**config.mk**
```make
export PLATFORM = sky130hd
export DESIGN_NAME = saturn_alru_top
export DESIGN_NICKNAME = d
export VERILOG_FILES = /design/src/design/alu_pkg.sv /design/src/design/apb_pkg.sv /design/src/design/saturn_alru_top.sv /design/src/design/saturn_alu.sv /design/src/design/saturn_apb_ctrl.sv /design/src/design/saturn_bcd_addsub.sv /design/src/design/saturn_compare.sv /design/src/design/saturn_operand_latch.sv /design/src/design/saturn_regfile.sv
export SDC_FILE = /design/constraint.sdc
export NUM_CORES = 2
export LEC_CHECK = 0
export ABC_AREA = 1
export BUFFER_PORTS_ARGS = -buffer_cell sky130_fd_sc_hd__buf_2
export CORE_ASPECT_RATIO = 1.75
export CORE_UTILIZATION = 40
export DETAILED_ROUTE_END_ITERATION = 16
export PLACE_DENSITY = 0.56
export REMOVE_ABC_BUFFERS = 1
export SLEW_MARGIN = 40
export SYNTH_ARGS = -nofsm -noshare
export SYNTH_HDL_FRONTEND = slang
export SYNTH_SLANG_ARGS = --single-unit
```
**constraint.sdc**
```tcl
create_clock -name clk_in -period 30.8 [get_ports clk_in]
set_input_delay 4.62 -clock clk_in [delete_from_list [all_inputs] [get_ports clk_in]]
set_output_delay 4.62 -clock clk_in [all_outputs]
set_load 0.01 [all_outputs]
```
**src/design/alu_pkg.sv**
```systemverilog
// Shared types for the nibble register and arithmetic unit.
// Every design module imports this package. The command struct is the
// bit layout of a write to the APB command address. op is in the top bits.
package alu_pkg;

    localparam int NIBBLES = 16;

    typedef logic [3:0]           nibble_t;
    typedef logic [4*NIBBLES-1:0] word_t;
    typedef logic [3:0]           nib_idx_t;   // field bound with 0 as the rightmost nibble
    typedef logic [NIBBLES-1:0]   nib_mask_t;
    typedef logic [1:0]           reg_sel_t;   // A..D
    typedef logic [2:0]           op2_sel_t;   // A..D, constant, zero

    localparam op2_sel_t OP2_CONST = 3'd4;
    localparam word_t    ALL_NINES = 64'h9999_9999_9999_9999;
    localparam word_t    ALL_F     = 64'hffff_ffff_ffff_ffff;

    typedef enum logic [4:0] {
        TFR, ADD, SUB, AND, OR, ANDN,
        SL, SR, SRB, SLC, SRC,
        EQ, NEQ, GT, GTEQ, LT, LTEQ
    } alu_op_e;

    typedef struct packed {
        alu_op_e   op;
        reg_sel_t  src;
        op2_sel_t  op2;
        reg_sel_t  dst;
        nib_idx_t  left;
        nib_idx_t  right;
        logic      write_dst;
        logic      write_carry;
        logic      forced_carry;
        logic      forced_hex;    // run this command in hex even in decimal mode
        logic [7:0] rsvd;
    } alu_cmd_t;

endpackage

```
**src/design/apb_pkg.sv**
```systemverilog
// APB bus types and the register map of the unit.
// Imported by the APB controller, the register file and the top level.
package apb_pkg;

    typedef logic [7:0]  apb_addr_t;
    typedef logic [31:0] apb_data_t;

    typedef struct packed {
        logic      psel;
        logic      penable;
        logic      pwrite;
        apb_addr_t paddr;
        apb_data_t pwdata;
    } apb_req_t;

    typedef struct packed {
        apb_data_t prdata;
        logic      pready;
        logic      pslverr;
    } apb_rsp_t;

    localparam apb_addr_t ADDR_CMD      = 8'h00;   // write only
    localparam apb_addr_t ADDR_STATUS   = 8'h04;   // bit 0 carry, bit 1 decimal
    localparam apb_addr_t ADDR_REG_BASE = 8'h10;   // reg n low at +8n, high at +8n+4
    localparam apb_addr_t ADDR_REG_END  = 8'h30;

endpackage

```
**src/design/saturn_alru_top.sv**
```systemverilog
// Top level of the APB-mapped nibble register and arithmetic unit.
// Connects the APB controller, register file, operand latch and ALU.
`timescale 1ns/10ps

module saturn_alru_top
    import alu_pkg::*, apb_pkg::*;
(
    input  logic     clk_in,
    input  logic     pull_rstk_in,
    input  apb_req_t apb_req_i,
    output apb_rsp_t apb_rsp_o
);
    alu_cmd_t  cmd;
    logic      latch;
    logic      decimal;
    logic      alu_carry;
    logic      wr_en;
    logic      host_wr;
    logic      host_hi;
    reg_sel_t  host_reg;
    reg_sel_t  rd_sel;
    apb_data_t host_data;
    word_t     rd_a;
    word_t     rd_b;
    word_t     src_q;
    word_t     op2_q;
    word_t     alu_q;
    nib_mask_t mask_q;
    nib_idx_t  left_q;
    nib_idx_t  right_q;
    logic      dec_q;

    saturn_apb_ctrl u_ctrl (
        .clk_in       (clk_in),
        .pull_rstk_in (pull_rstk_in),
        .apb_req_i    (apb_req_i),
        .apb_rsp_o    (apb_rsp_o),
        .cmd_o        (cmd),
        .latch_o      (latch),
        .decimal_o    (decimal),
        .alu_carry_i  (alu_carry),
        .wr_en_o      (wr_en),
        .host_wr_o    (host_wr),
        .host_hi_o    (host_hi),
        .host_reg_o   (host_reg),
        .host_data_o  (host_data),
        .rd_word_i    (rd_a),
        .rd_sel_o     (rd_sel)
    );

    saturn_regfile u_regs (
        .clk_in       (clk_in),
        .pull_rstk_in (pull_rstk_in),
        .rd_a_sel_i   (rd_sel),
        .rd_b_sel_i   (cmd.op2[1:0]),
        .rd_a_o       (rd_a),
        .rd_b_o       (rd_b),
        .wr_en_i      (wr_en),
        .wr_sel_i     (cmd.dst),
        .wr_mask_i    (mask_q),
        .wr_data_i    (alu_q),
        .host_wr_i    (host_wr),
        .host_hi_i    (host_hi),
        .host_reg_i   (host_reg),
        .host_data_i  (host_data)
    );

    saturn_operand_latch u_latch (
        .clk_in     (clk_in),
        .latch_i    (latch),
        .cmd_i      (cmd),
        .decimal_i  (decimal),
        .src_word_i (rd_a),
        .op2_word_i (rd_b),
        .src_o      (src_q),
        .op2_o      (op2_q),
        .mask_o     (mask_q),
        .left_o     (left_q),
        .right_o    (right_q),
        .dec_o      (dec_q)
    );

    saturn_alu u_alu (
        .src_i          (src_q),
        .op2_i          (op2_q),
        .op_i           (cmd.op),
        .dec_i          (dec_q),
        .forced_carry_i (cmd.forced_carry),
        .left_i         (left_q),
        .right_i        (right_q),
        .q_o            (alu_q),
        .carry_o        (alu_carry)
    );

endmodule

```
**src/design/saturn_alu.sv**
```systemverilog
// Result and carry select of the unit, combinational on the latched operands.
// Logic ops and shifts work on the whole word; the register file write
// mask keeps the field boundaries.
`timescale 1ns/10ps

module saturn_alu
    import alu_pkg::*;
(
    input  word_t    src_i,
    input  word_t    op2_i,
    input  alu_op_e  op_i,
    input  logic     dec_i,
    input  logic     forced_carry_i,
    input  nib_idx_t left_i,
    input  nib_idx_t right_i,
    output word_t    q_o,
    output logic     carry_o
);
    word_t as_q;
    logic  as_c;
    logic  eq;
    logic  gt;
    logic  lt;

    saturn_bcd_addsub u_addsub (
        .a_i            (src_i),
        .b_i            (op2_i),
        .sub_i          (op_i == SUB),
        .dec_i          (dec_i),
        .forced_carry_i (forced_carry_i),
        .right_i        (right_i),
        .left_i         (left_i),
        .q_o            (as_q),
        .qc_o           (as_c)
    );

    saturn_compare u_cmp (
        .a_i  (src_i),
        .b_i  (op2_i),
        .eq_o (eq),
        .gt_o (gt),
        .lt_o (lt)
    );

    always_comb
    begin
        case (op_i)
            ADD, SUB: q_o = as_q;
            AND:      q_o = src_i & op2_i;
            OR:       q_o = src_i | op2_i;
            ANDN:     q_o = src_i & ~op2_i;
            SL:       q_o = {src_i[59:0], 4'h0};
            SR:       q_o = {4'h0, src_i[63:4]};
            SRB:      q_o = {1'b0, src_i[63:1]};
            SLC:      q_o = {src_i[59:0], src_i[63:60]};
            SRC:      q_o = {src_i[3:0], src_i[63:4]};
            default:  q_o = src_i;   // TFR and compares
        endcase
    end

    always_comb
    begin
        case (op_i)
            ADD, SUB: carry_o = as_c;
            EQ:       carry_o = eq;
            NEQ:      carry_o = ~eq;
            GT:       carry_o = gt;
            GTEQ:     carry_o = gt | eq;
            LT:       carry_o = lt;
            LTEQ:     carry_o = lt | eq;
            default:  carry_o = 1'b0;
        endcase
    end

endmodule

```
**src/design/saturn_apb_ctrl.sv**
```systemverilog
// APB slave of the unit. Decodes the register map, holds the carry and
// decimal flags and the command register, and runs the command sequencer.
// A command write is taken in its setup phase; the access phase then sees
// LATCH (operands registered) and WRITE (result and carry committed, pready).
`timescale 1ns/10ps

module saturn_apb_ctrl
    import alu_pkg::*, apb_pkg::*;
(
    input  logic      clk_in,
    input  logic      pull_rstk_in,
    input  apb_req_t  apb_req_i,
    output apb_rsp_t  apb_rsp_o,
    output alu_cmd_t  cmd_o,
    output logic      latch_o,
    output logic      decimal_o,
    input  logic      alu_carry_i,
    output logic      wr_en_o,
    output logic      host_wr_o,
    output logic      host_hi_o,
    output reg_sel_t  host_reg_o,
    output apb_data_t host_data_o,
    input  word_t     rd_word_i,
    output reg_sel_t  rd_sel_o
);
    typedef enum logic [1:0] {IDLE, LATCH, WRITE} seq_state_e;

    seq_state_e state_q;
    alu_cmd_t   cmd_q;
    logic       carry_q;
    logic       decimal_q;
    logic       access;
    logic       hit_cmd_wr;
    logic       hit_status;
    logic       hit_reg;
    logic       cmd_start;
    apb_addr_t  reg_off;

    assign access     = apb_req_i.psel & apb_req_i.penable;
    assign hit_cmd_wr = (apb_req_i.paddr == ADDR_CMD) & apb_req_i.pwrite;
    assign hit_status = apb_req_i.paddr == ADDR_STATUS;
    assign reg_off    = apb_req_i.paddr - ADDR_REG_BASE;
    assign hit_reg    = (apb_req_i.paddr >= ADDR_REG_BASE) && (apb_req_i.paddr < ADDR_REG_END)
                        && (apb_req_i.paddr[1:0] == 2'b00);

    // setup phase of a command write
    assign cmd_start = apb_req_i.psel & ~apb_req_i.penable & hit_cmd_wr & (state_q == IDLE);

    always_ff @(posedge clk_in)
    begin
        if (pull_rstk_in)
        begin
            state_q   <= IDLE;
            carry_q   <= 1'b0;
            decimal_q <= 1'b0;
        end
        else
        begin
            case (state_q)
                IDLE:    if (cmd_start) state_q <= LATCH;
                LATCH:   state_q <= WRITE;
                default: state_q <= IDLE;
            endcase
            if (access & apb_req_i.pwrite & hit_status)
            begin
                carry_q   <= apb_req_i.pwdata[0];
                decimal_q <= apb_req_i.pwdata[1];
            end
            else if (state_q == WRITE && cmd_q.write_carry)
                carry_q <= alu_carry_i;
        end
    end

    always_ff @(posedge clk_in)
    begin
        if (cmd_start)
            cmd_q <= alu_cmd_t'(apb_req_i.pwdata);
    end

    always_comb
    begin
        apb_rsp_o.prdata = '0;
        if (hit_status)
            apb_rsp_o.prdata = {30'd0, decimal_q, carry_q};
        else if (hit_reg)
            apb_rsp_o.prdata = reg_off[2] ? rd_word_i[63:32] : rd_word_i[31:0];
        apb_rsp_o.pready  = (state_q == WRITE) | (access & ~hit_cmd_wr);
        apb_rsp_o.pslverr = access & ~hit_cmd_wr & ~hit_status & ~hit_reg;
    end

    assign cmd_o       = cmd_q;
    assign latch_o     = state_q == LATCH;
    assign wr_en_o     = (state_q == WRITE) & cmd_q.write_dst;
    assign decimal_o   = decimal_q;
    assign host_wr_o   = access & apb_req_i.pwrite & hit_reg;
    assign host_hi_o   = reg_off[2];
    assign host_reg_o  = reg_off[4:3];
    assign host_data_o = apb_req_i.pwdata;
    assign rd_sel_o    = (state_q == IDLE) ? reg_off[4:3] : cmd_q.src;  // port A shared with host reads

endmodule

```
**src/design/saturn_bcd_addsub.sv**
```systemverilog
// Nibble ripple adder and subtractor, hex or BCD.
// The forced carry enters at the right field nibble; the carry or borrow
// reported is the one leaving the left field nibble.
`timescale 1ns/10ps

module saturn_bcd_addsub
    import alu_pkg::*;
(
    input  word_t    a_i,
    input  word_t    b_i,
    input  logic     sub_i,
    input  logic     dec_i,
    input  logic     forced_carry_i,
    input  nib_idx_t right_i,
    input  nib_idx_t left_i,
    output word_t    q_o,
    output logic     qc_o
);
    logic [NIBBLES:0] c;

    assign c[0] = 1'b0;

    for (genvar n = 0; n < NIBBLES; n++)
    begin : g_nib
        nibble_t    a;
        nibble_t    b;
        logic       cin;
        logic       dec_cy;
        logic [4:0] sum;
        logic [4:0] dif;

        assign a      = a_i[4*n +: 4];
        assign b      = b_i[4*n +: 4];
        assign cin    = c[n] | (forced_carry_i && (right_i == nib_idx_t'(n)));
        assign sum    = {1'b0, a} + {1'b0, b} + {4'd0, cin};
        assign dif    = {1'b0, a} - {1'b0, b} - {4'd0, cin};   // dif[4] is the borrow
        assign dec_cy = sum > 5'd9;

        assign c[n+1] = sub_i ? dif[4] : (dec_i ? dec_cy : sum[4]);
        assign q_o[4*n +: 4] = sub_i ? ((dec_i && dif[4]) ? dif[3:0] + 4'd10 : dif[3:0])
                                     : ((dec_i && dec_cy) ? sum[3:0] + 4'd6 : sum[3:0]);
    end

    assign qc_o = c[{1'b0, left_i} + 5'd1];

endmodule

```
**src/design/saturn_compare.sv**
```systemverilog
// Magnitude compare of two nibble strings.
// The most significant differing nibble decides; derived relations
// are formed by the ALU.
`timescale 1ns/10ps

module saturn_compare
    import alu_pkg::*;
(
    input  word_t a_i,
    input  word_t b_i,
    output logic  eq_o,
    output logic  gt_o,
    output logic  lt_o
);
    logic    decided;
    nibble_t na;
    nibble_t nb;

    always_comb
    begin
        decided = 1'b0;
        gt_o    = 1'b0;
        lt_o    = 1'b0;
        na      = '0;
        nb      = '0;
        for (int n = NIBBLES - 1; n >= 0; n--)
        begin
            na = a_i[4*n +: 4];
            nb = b_i[4*n +: 4];
            if (!decided && na != nb)
            begin
                gt_o    = na > nb;
                lt_o    = na < nb;
                decided = 1'b1;
            end
        end
        eq_o = ~decided;
    end

endmodule

```
**src/design/saturn_operand_latch.sv**
```systemverilog
// Field mask decode and operand latch in front of the ALU.
// Both operands are zeroed outside the field [right..left] and registered
// on the latch strobe together with the bounds and the effective mode.
`timescale 1ns/10ps

module saturn_operand_latch
    import alu_pkg::*;
(
    input  logic      clk_in,
    input  logic      latch_i,
    input  alu_cmd_t  cmd_i,
    input  logic      decimal_i,
    input  word_t     src_word_i,
    input  word_t     op2_word_i,
    output word_t     src_o,
    output word_t     op2_o,
    output nib_mask_t mask_o,
    output nib_idx_t  left_o,
    output nib_idx_t  right_o,
    output logic      dec_o
);
    nib_mask_t field_mask;
    word_t     op2_word;
    logic      eff_dec;

    function automatic word_t apply_mask(word_t w, nib_mask_t m);
        word_t r;
        for (int n = 0; n < NIBBLES; n++)
            r[4*n +: 4] = m[n] ? w[4*n +: 4] : 4'h0;
        return r;
    endfunction

    assign eff_dec = decimal_i & ~cmd_i.forced_hex;

    // empty when right > left
    always_comb
    begin
        for (int n = 0; n < NIBBLES; n++)
            field_mask[n] = (nib_idx_t'(n) >= cmd_i.right) && (nib_idx_t'(n) <= cmd_i.left);
    end

    always_comb
    begin
        if (cmd_i.op2 == OP2_CONST)
            op2_word = eff_dec ? ALL_NINES : ALL_F;
        else if (!cmd_i.op2[2])
            op2_word = op2_word_i;
        else
            op2_word = '0;   // unused selects read zero
    end

    always_ff @(posedge clk_in)
    begin
        if (latch_i)
        begin
            src_o   <= apply_mask(src_word_i, field_mask);
            op2_o   <= apply_mask(op2_word, field_mask);
            mask_o  <= field_mask;
            left_o  <= cmd_i.left;
            right_o <= cmd_i.right;
            dec_o   <= eff_dec;
        end
    end

endmodule

```
**src/design/saturn_regfile.sv**
```systemverilog
// Working registers A to D.
// Two combinational read ports; ALU write-back touches only the nibbles
// enabled in the field mask, host writes replace a whole 32-bit half.
`timescale 1ns/10ps

module saturn_regfile
    import alu_pkg::*, apb_pkg::*;
(
    input  logic      clk_in,
    input  logic      pull_rstk_in,
    input  reg_sel_t  rd_a_sel_i,
    input  reg_sel_t  rd_b_sel_i,
    output word_t     rd_a_o,
    output word_t     rd_b_o,
    input  logic      wr_en_i,
    input  reg_sel_t  wr_sel_i,
    input  nib_mask_t wr_mask_i,
    input  word_t     wr_data_i,
    input  logic      host_wr_i,
    input  logic      host_hi_i,
    input  reg_sel_t  host_reg_i,
    input  apb_data_t host_data_i
);
    word_t regs_q [4];

    always_ff @(posedge clk_in)
    begin
        if (pull_rstk_in)
        begin
            for (int r = 0; r < 4; r++)
                regs_q[r] <= '0;
        end
        else if (wr_en_i)
        begin
            for (int n = 0; n < NIBBLES; n++)
                if (wr_mask_i[n])
                    regs_q[wr_sel_i][4*n +: 4] <= wr_data_i[4*n +: 4];
        end
        else if (host_wr_i)
        begin
            if (host_hi_i)
                regs_q[host_reg_i][63:32] <= host_data_i;
            else
                regs_q[host_reg_i][31:0] <= host_data_i;
        end
    end

    assign rd_a_o = regs_q[rd_a_sel_i];
    assign rd_b_o = regs_q[rd_b_sel_i];

endmodule

```
==> results.md <==
* Setup Fix Bufs, Post-CTS at 0
* Vias in the first global route at 32.69k
* Post-synth EDFFs at roughly 430
* Critical path capture point type: flip-flop
* Synth area leaders: edfxtp_1 (36%), ha_1 (11%), nand2_1 (8.3%), nor2_1 (7.3%), inv_1 (6.3%)
* Ratio of cells with drive above 1 in the final layout at under 10%
* Max-cap violations at 0
* First-pass GRT wire length at 214,500 µm
* Int Pwr at 0.001026 W
* Register area at 0.01313 mm²
* Core area at ~0.090 mm²
* Maximum VDD drop at ~0.000039 V
* Largest family of logic cells by synthesized area: simple AND/OR/NAND/NOR gates
* Final Max Slew Viols at 0
* Crit path launch type: flip-flop
* Simple-gate share of the synthesized area at ~20%
* Met2 usage at about 54%
* Pleak at between 15 and 20 nW
* Hold_buf cts at 0
* Layout Cells excl Fill at between 5k and 6k
* Ant. Diodes at 0
* Filler Cell Count at between 9k and 10k
* Die area at roughly 0.092 mm²
* Comb pwr share at under 10%
* RSZ-0062 raised after global routing: false
* Syn avg cell area at roughly 7.7 µm²
* CP max stage delay at 0.47 ns
* Placed insts at 5,812
* Synth Cell Area at between 0.03 and 0.04 mm²
* Slew HR at 32.47%
* Multiplexer share of the synthesized area at 0%
* ANT nets after route at 0
* Period utilization at approximately 92%
* Nets at 5,095
* DP Wirelength at 110,800 µm
* Slowest stage cell, crit path: fa_1
* GRT Max-Usage Layer: met2
* Yosys top cell area share at 35.79%
* Total grt overflow at 0
* Sequential share of power at approximately 50%
* Seq cells post-synth at ~440
* Layout Skew at between 0.02 and 0.025 ns
* Top_reg_cell synth: edfxtp_1
* Synth warn at 0
* Pwr Total at between 0.001 and 0.0015 W
* Critical Path RT at around 31 ns
* Setup TNS at 0 ns
* Initial Util at a little over 40%
* Die Y at 400.7 µm
* Synthesis-to-layout area growth at 8.495%
* Iteration count of the initial detailed-routing pass at 5
* Most frequent CP cell: nand2_1
* First DRT Iteration DRCs at approximately 3.5k
* Via density at approximately 5.8
* Xor-xnor portion of the synthesized cell area at under 10%
* Compound-gate portion of the synthesized area at between 10% and 20%
* Total number of vias at approximately 34k
* Clock edge transition at the registers on the reported setup and hold paths at around 0.07 ns
* PostCTS Resize Cnt at 0
* Io pins at between 70 and 80
* Worst skew pair latency at 0.61 ns
* Largest net degree at the start of global routing at 83
* Worst-path fanout max at 4
* Final wirelength at between 100,000 and 150,000 µm
* Tmin final at 28.48 ns
* Switching Share at 23.35%
* # setup viols final at 0
* M3 GR Usage at under 10%
* Area of the multi-input gates at between 0.015 and 0.02 mm²
* CTS root buf: clkbuf_16
* Post-synthesis cell type count at 47
* Asr flop ratio synth at 0%
* Min-Delay Path Class: reg2reg
* RePlAce Congestion at a little under 1
* FP Rows at 145
* CP Class: reg2reg
* Worst Tran Pin Value at 1.004 ns
* Initial antenna violation count at 4
* Drt drc at 0
* Max Fclk at 0.03511 GHz
* Port bufs at 78
* Met1 Usage GRT at between 30% and 40%
* Die Width at ~230 µm
* Clock Path Buffers at 3
* Final-report hold violation count at 0
* Synth area leader: edfxtp_1
* Num CTS Buffers at 43
* Total clock sinks at 439
* Crit path DAT at 28.82 ns
* Status: completed
* H-tree Lvls at 2
* Clk network pwr share at 45.1%
* Psw at between 0.0003 and 0.0004 W
* Post-synthesis adder-cell area fraction at 14.03%
* Pwr/cell area at roughly 34 mW/mm²
* CTS tree: done
* Sequential share of the synthesized area at 36.12%
* Gr usage total at between 30% and 40%
* Routed len/inst at 25.43 µm
* Syn Inst Count at 4,726
[placed cells by master (no fill, tap or decap), types with 73 or more instances in the layout]
master and instances:
xor2_1 75, inv_1 596, nor2_1 707, a21oi_1 308, ha_1 305, edfxtp_1 433
buf_2 79, o21ai_0 443, nand3_1 133, o22ai_1 73, nand2_1 802, inv_2 80
[synthesized netlist by cell type (8+ instances only)]
library cell  instances
nand2_1             805
nor2_1              710
inv_1               605
o21ai_0             445
edfxtp_1            433
a21oi_1             308
ha_1                305
clkbuf_1            162
nand3_1             133
xor2_1               75
inv_2                74
o22ai_1              73
o211ai_1             69
fa_1                 64
nor3_1               57
o2111ai_1            57
xnor2_1              44
buf_2                42
or2_2                37
a32oi_1              31
o21ai_1              28
nand4_1              22
o21bai_1             21
a31oi_1              19
nor4_1               15
o311ai_0             11
buf_1                10
a221oi_1              8
[metal layers]
layer  vias to the layer above  part of all wire [%]
met5                         -                0.0087
met2                      1723                    48
li1                      15622                     -
met4                         2                   8.3
met1                     16263                    36
met3                       507                   7.4
[state kept, by name (all words and copies together) (netlist names), named ones only]
name / count
u_regs.regs_q: 256
u_latch.op2_o: 64
u_ctrl.state_q: 2
u_latch.dec_o: 1
u_latch.mask_o: 16
u_ctrl.carry_q: 1
u_ctrl.decimal_o: 1
u_latch.left_o: 4
u_latch.src_o: 64
u_latch.right_o: 4
u_ctrl.cmd_o: 24
[worst paths after layout]
check / slack (ns) / depth (start not counted) / end / from
worst max register to register: 2.32 / 189 / u_regs.regs_q[2][61] / u_latch.right_o[3]
worst min-delay path: 0.47 / 2 / flip-flop / u_ctrl.cmd_o[22]
worst max-delay path: 2.32 / 189 / u_regs.regs_q[2][61] / u_latch.right_o[3]
worst min register to register: 0.47 / 2 / flip-flop / u_ctrl.cmd_o[22]
[area by class of cell]
cell class / instances / area share (%)
Multi-Input combinational cell: 3382 / 50.37
Sequential cell: 439 / 33.30
Inverter: 684 / 6.545
Tap cell: 1176 / 3.732
Clock buffer: 47 / 2.793
Timing Repair Buffer: 131 / 2.111
Clock inverter: 33 / 1.149
[per-stage QoR]
step           area [µm²]  setup slack (ns)  util, %  hold WS, ns
2_1_floorplan       35420             3.633        -       0.4387
3_3_place_gp        37750             3.048    42.12       0.4531
3_5_place_dp        37850             2.457    42.24       0.4511
4_1_cts             39410             2.386    43.97       0.4687
5_1_grt             39420           0.01457    43.99       0.5212
6_report            39420             2.319    43.99       0.4689
[power by group through the flow]
stage	logic, W	clock network (W)	registers (W)
2_1_floorplan	0.0000387	0	0.000680
4_1_cts	0.0000640	0.000606	0.000669
5_1_grt	0.0000703	0.000625	0.000670
6_report	0.0000648	0.000604	0.000669
3_5_place_dp	0.0000638	0	0.000682
3_3_place_gp	0.0000635	0	0.000682
[critical path, delay by kind of cell, from the launching register on]
kind | cells | cell delay, ns
AO/OA/AOI/OAI | 25 | 4.06
XOR/XNOR | 7 | 1.66
adder cells (fa/ha/maj) | 32 | 10.21
buffers and inverters | 44 | 3.54
flip-flops | 1 | 0.43
AND/OR/NAND/NOR | 81 | 8.20
[cells by family (layout without fill, tap and decap cells)]
logic type	Yosys count	in the layout
flip-flops	439	439
buffers and inverters	905	895
AO/OA/AOI/OAI	1093	1093
XOR/XNOR	119	119
adder cells (fa/ha/maj)	369	369
AND/OR/NAND/NOR	1801	1801
Note: power is estimated with default switching activity, not from simulation.
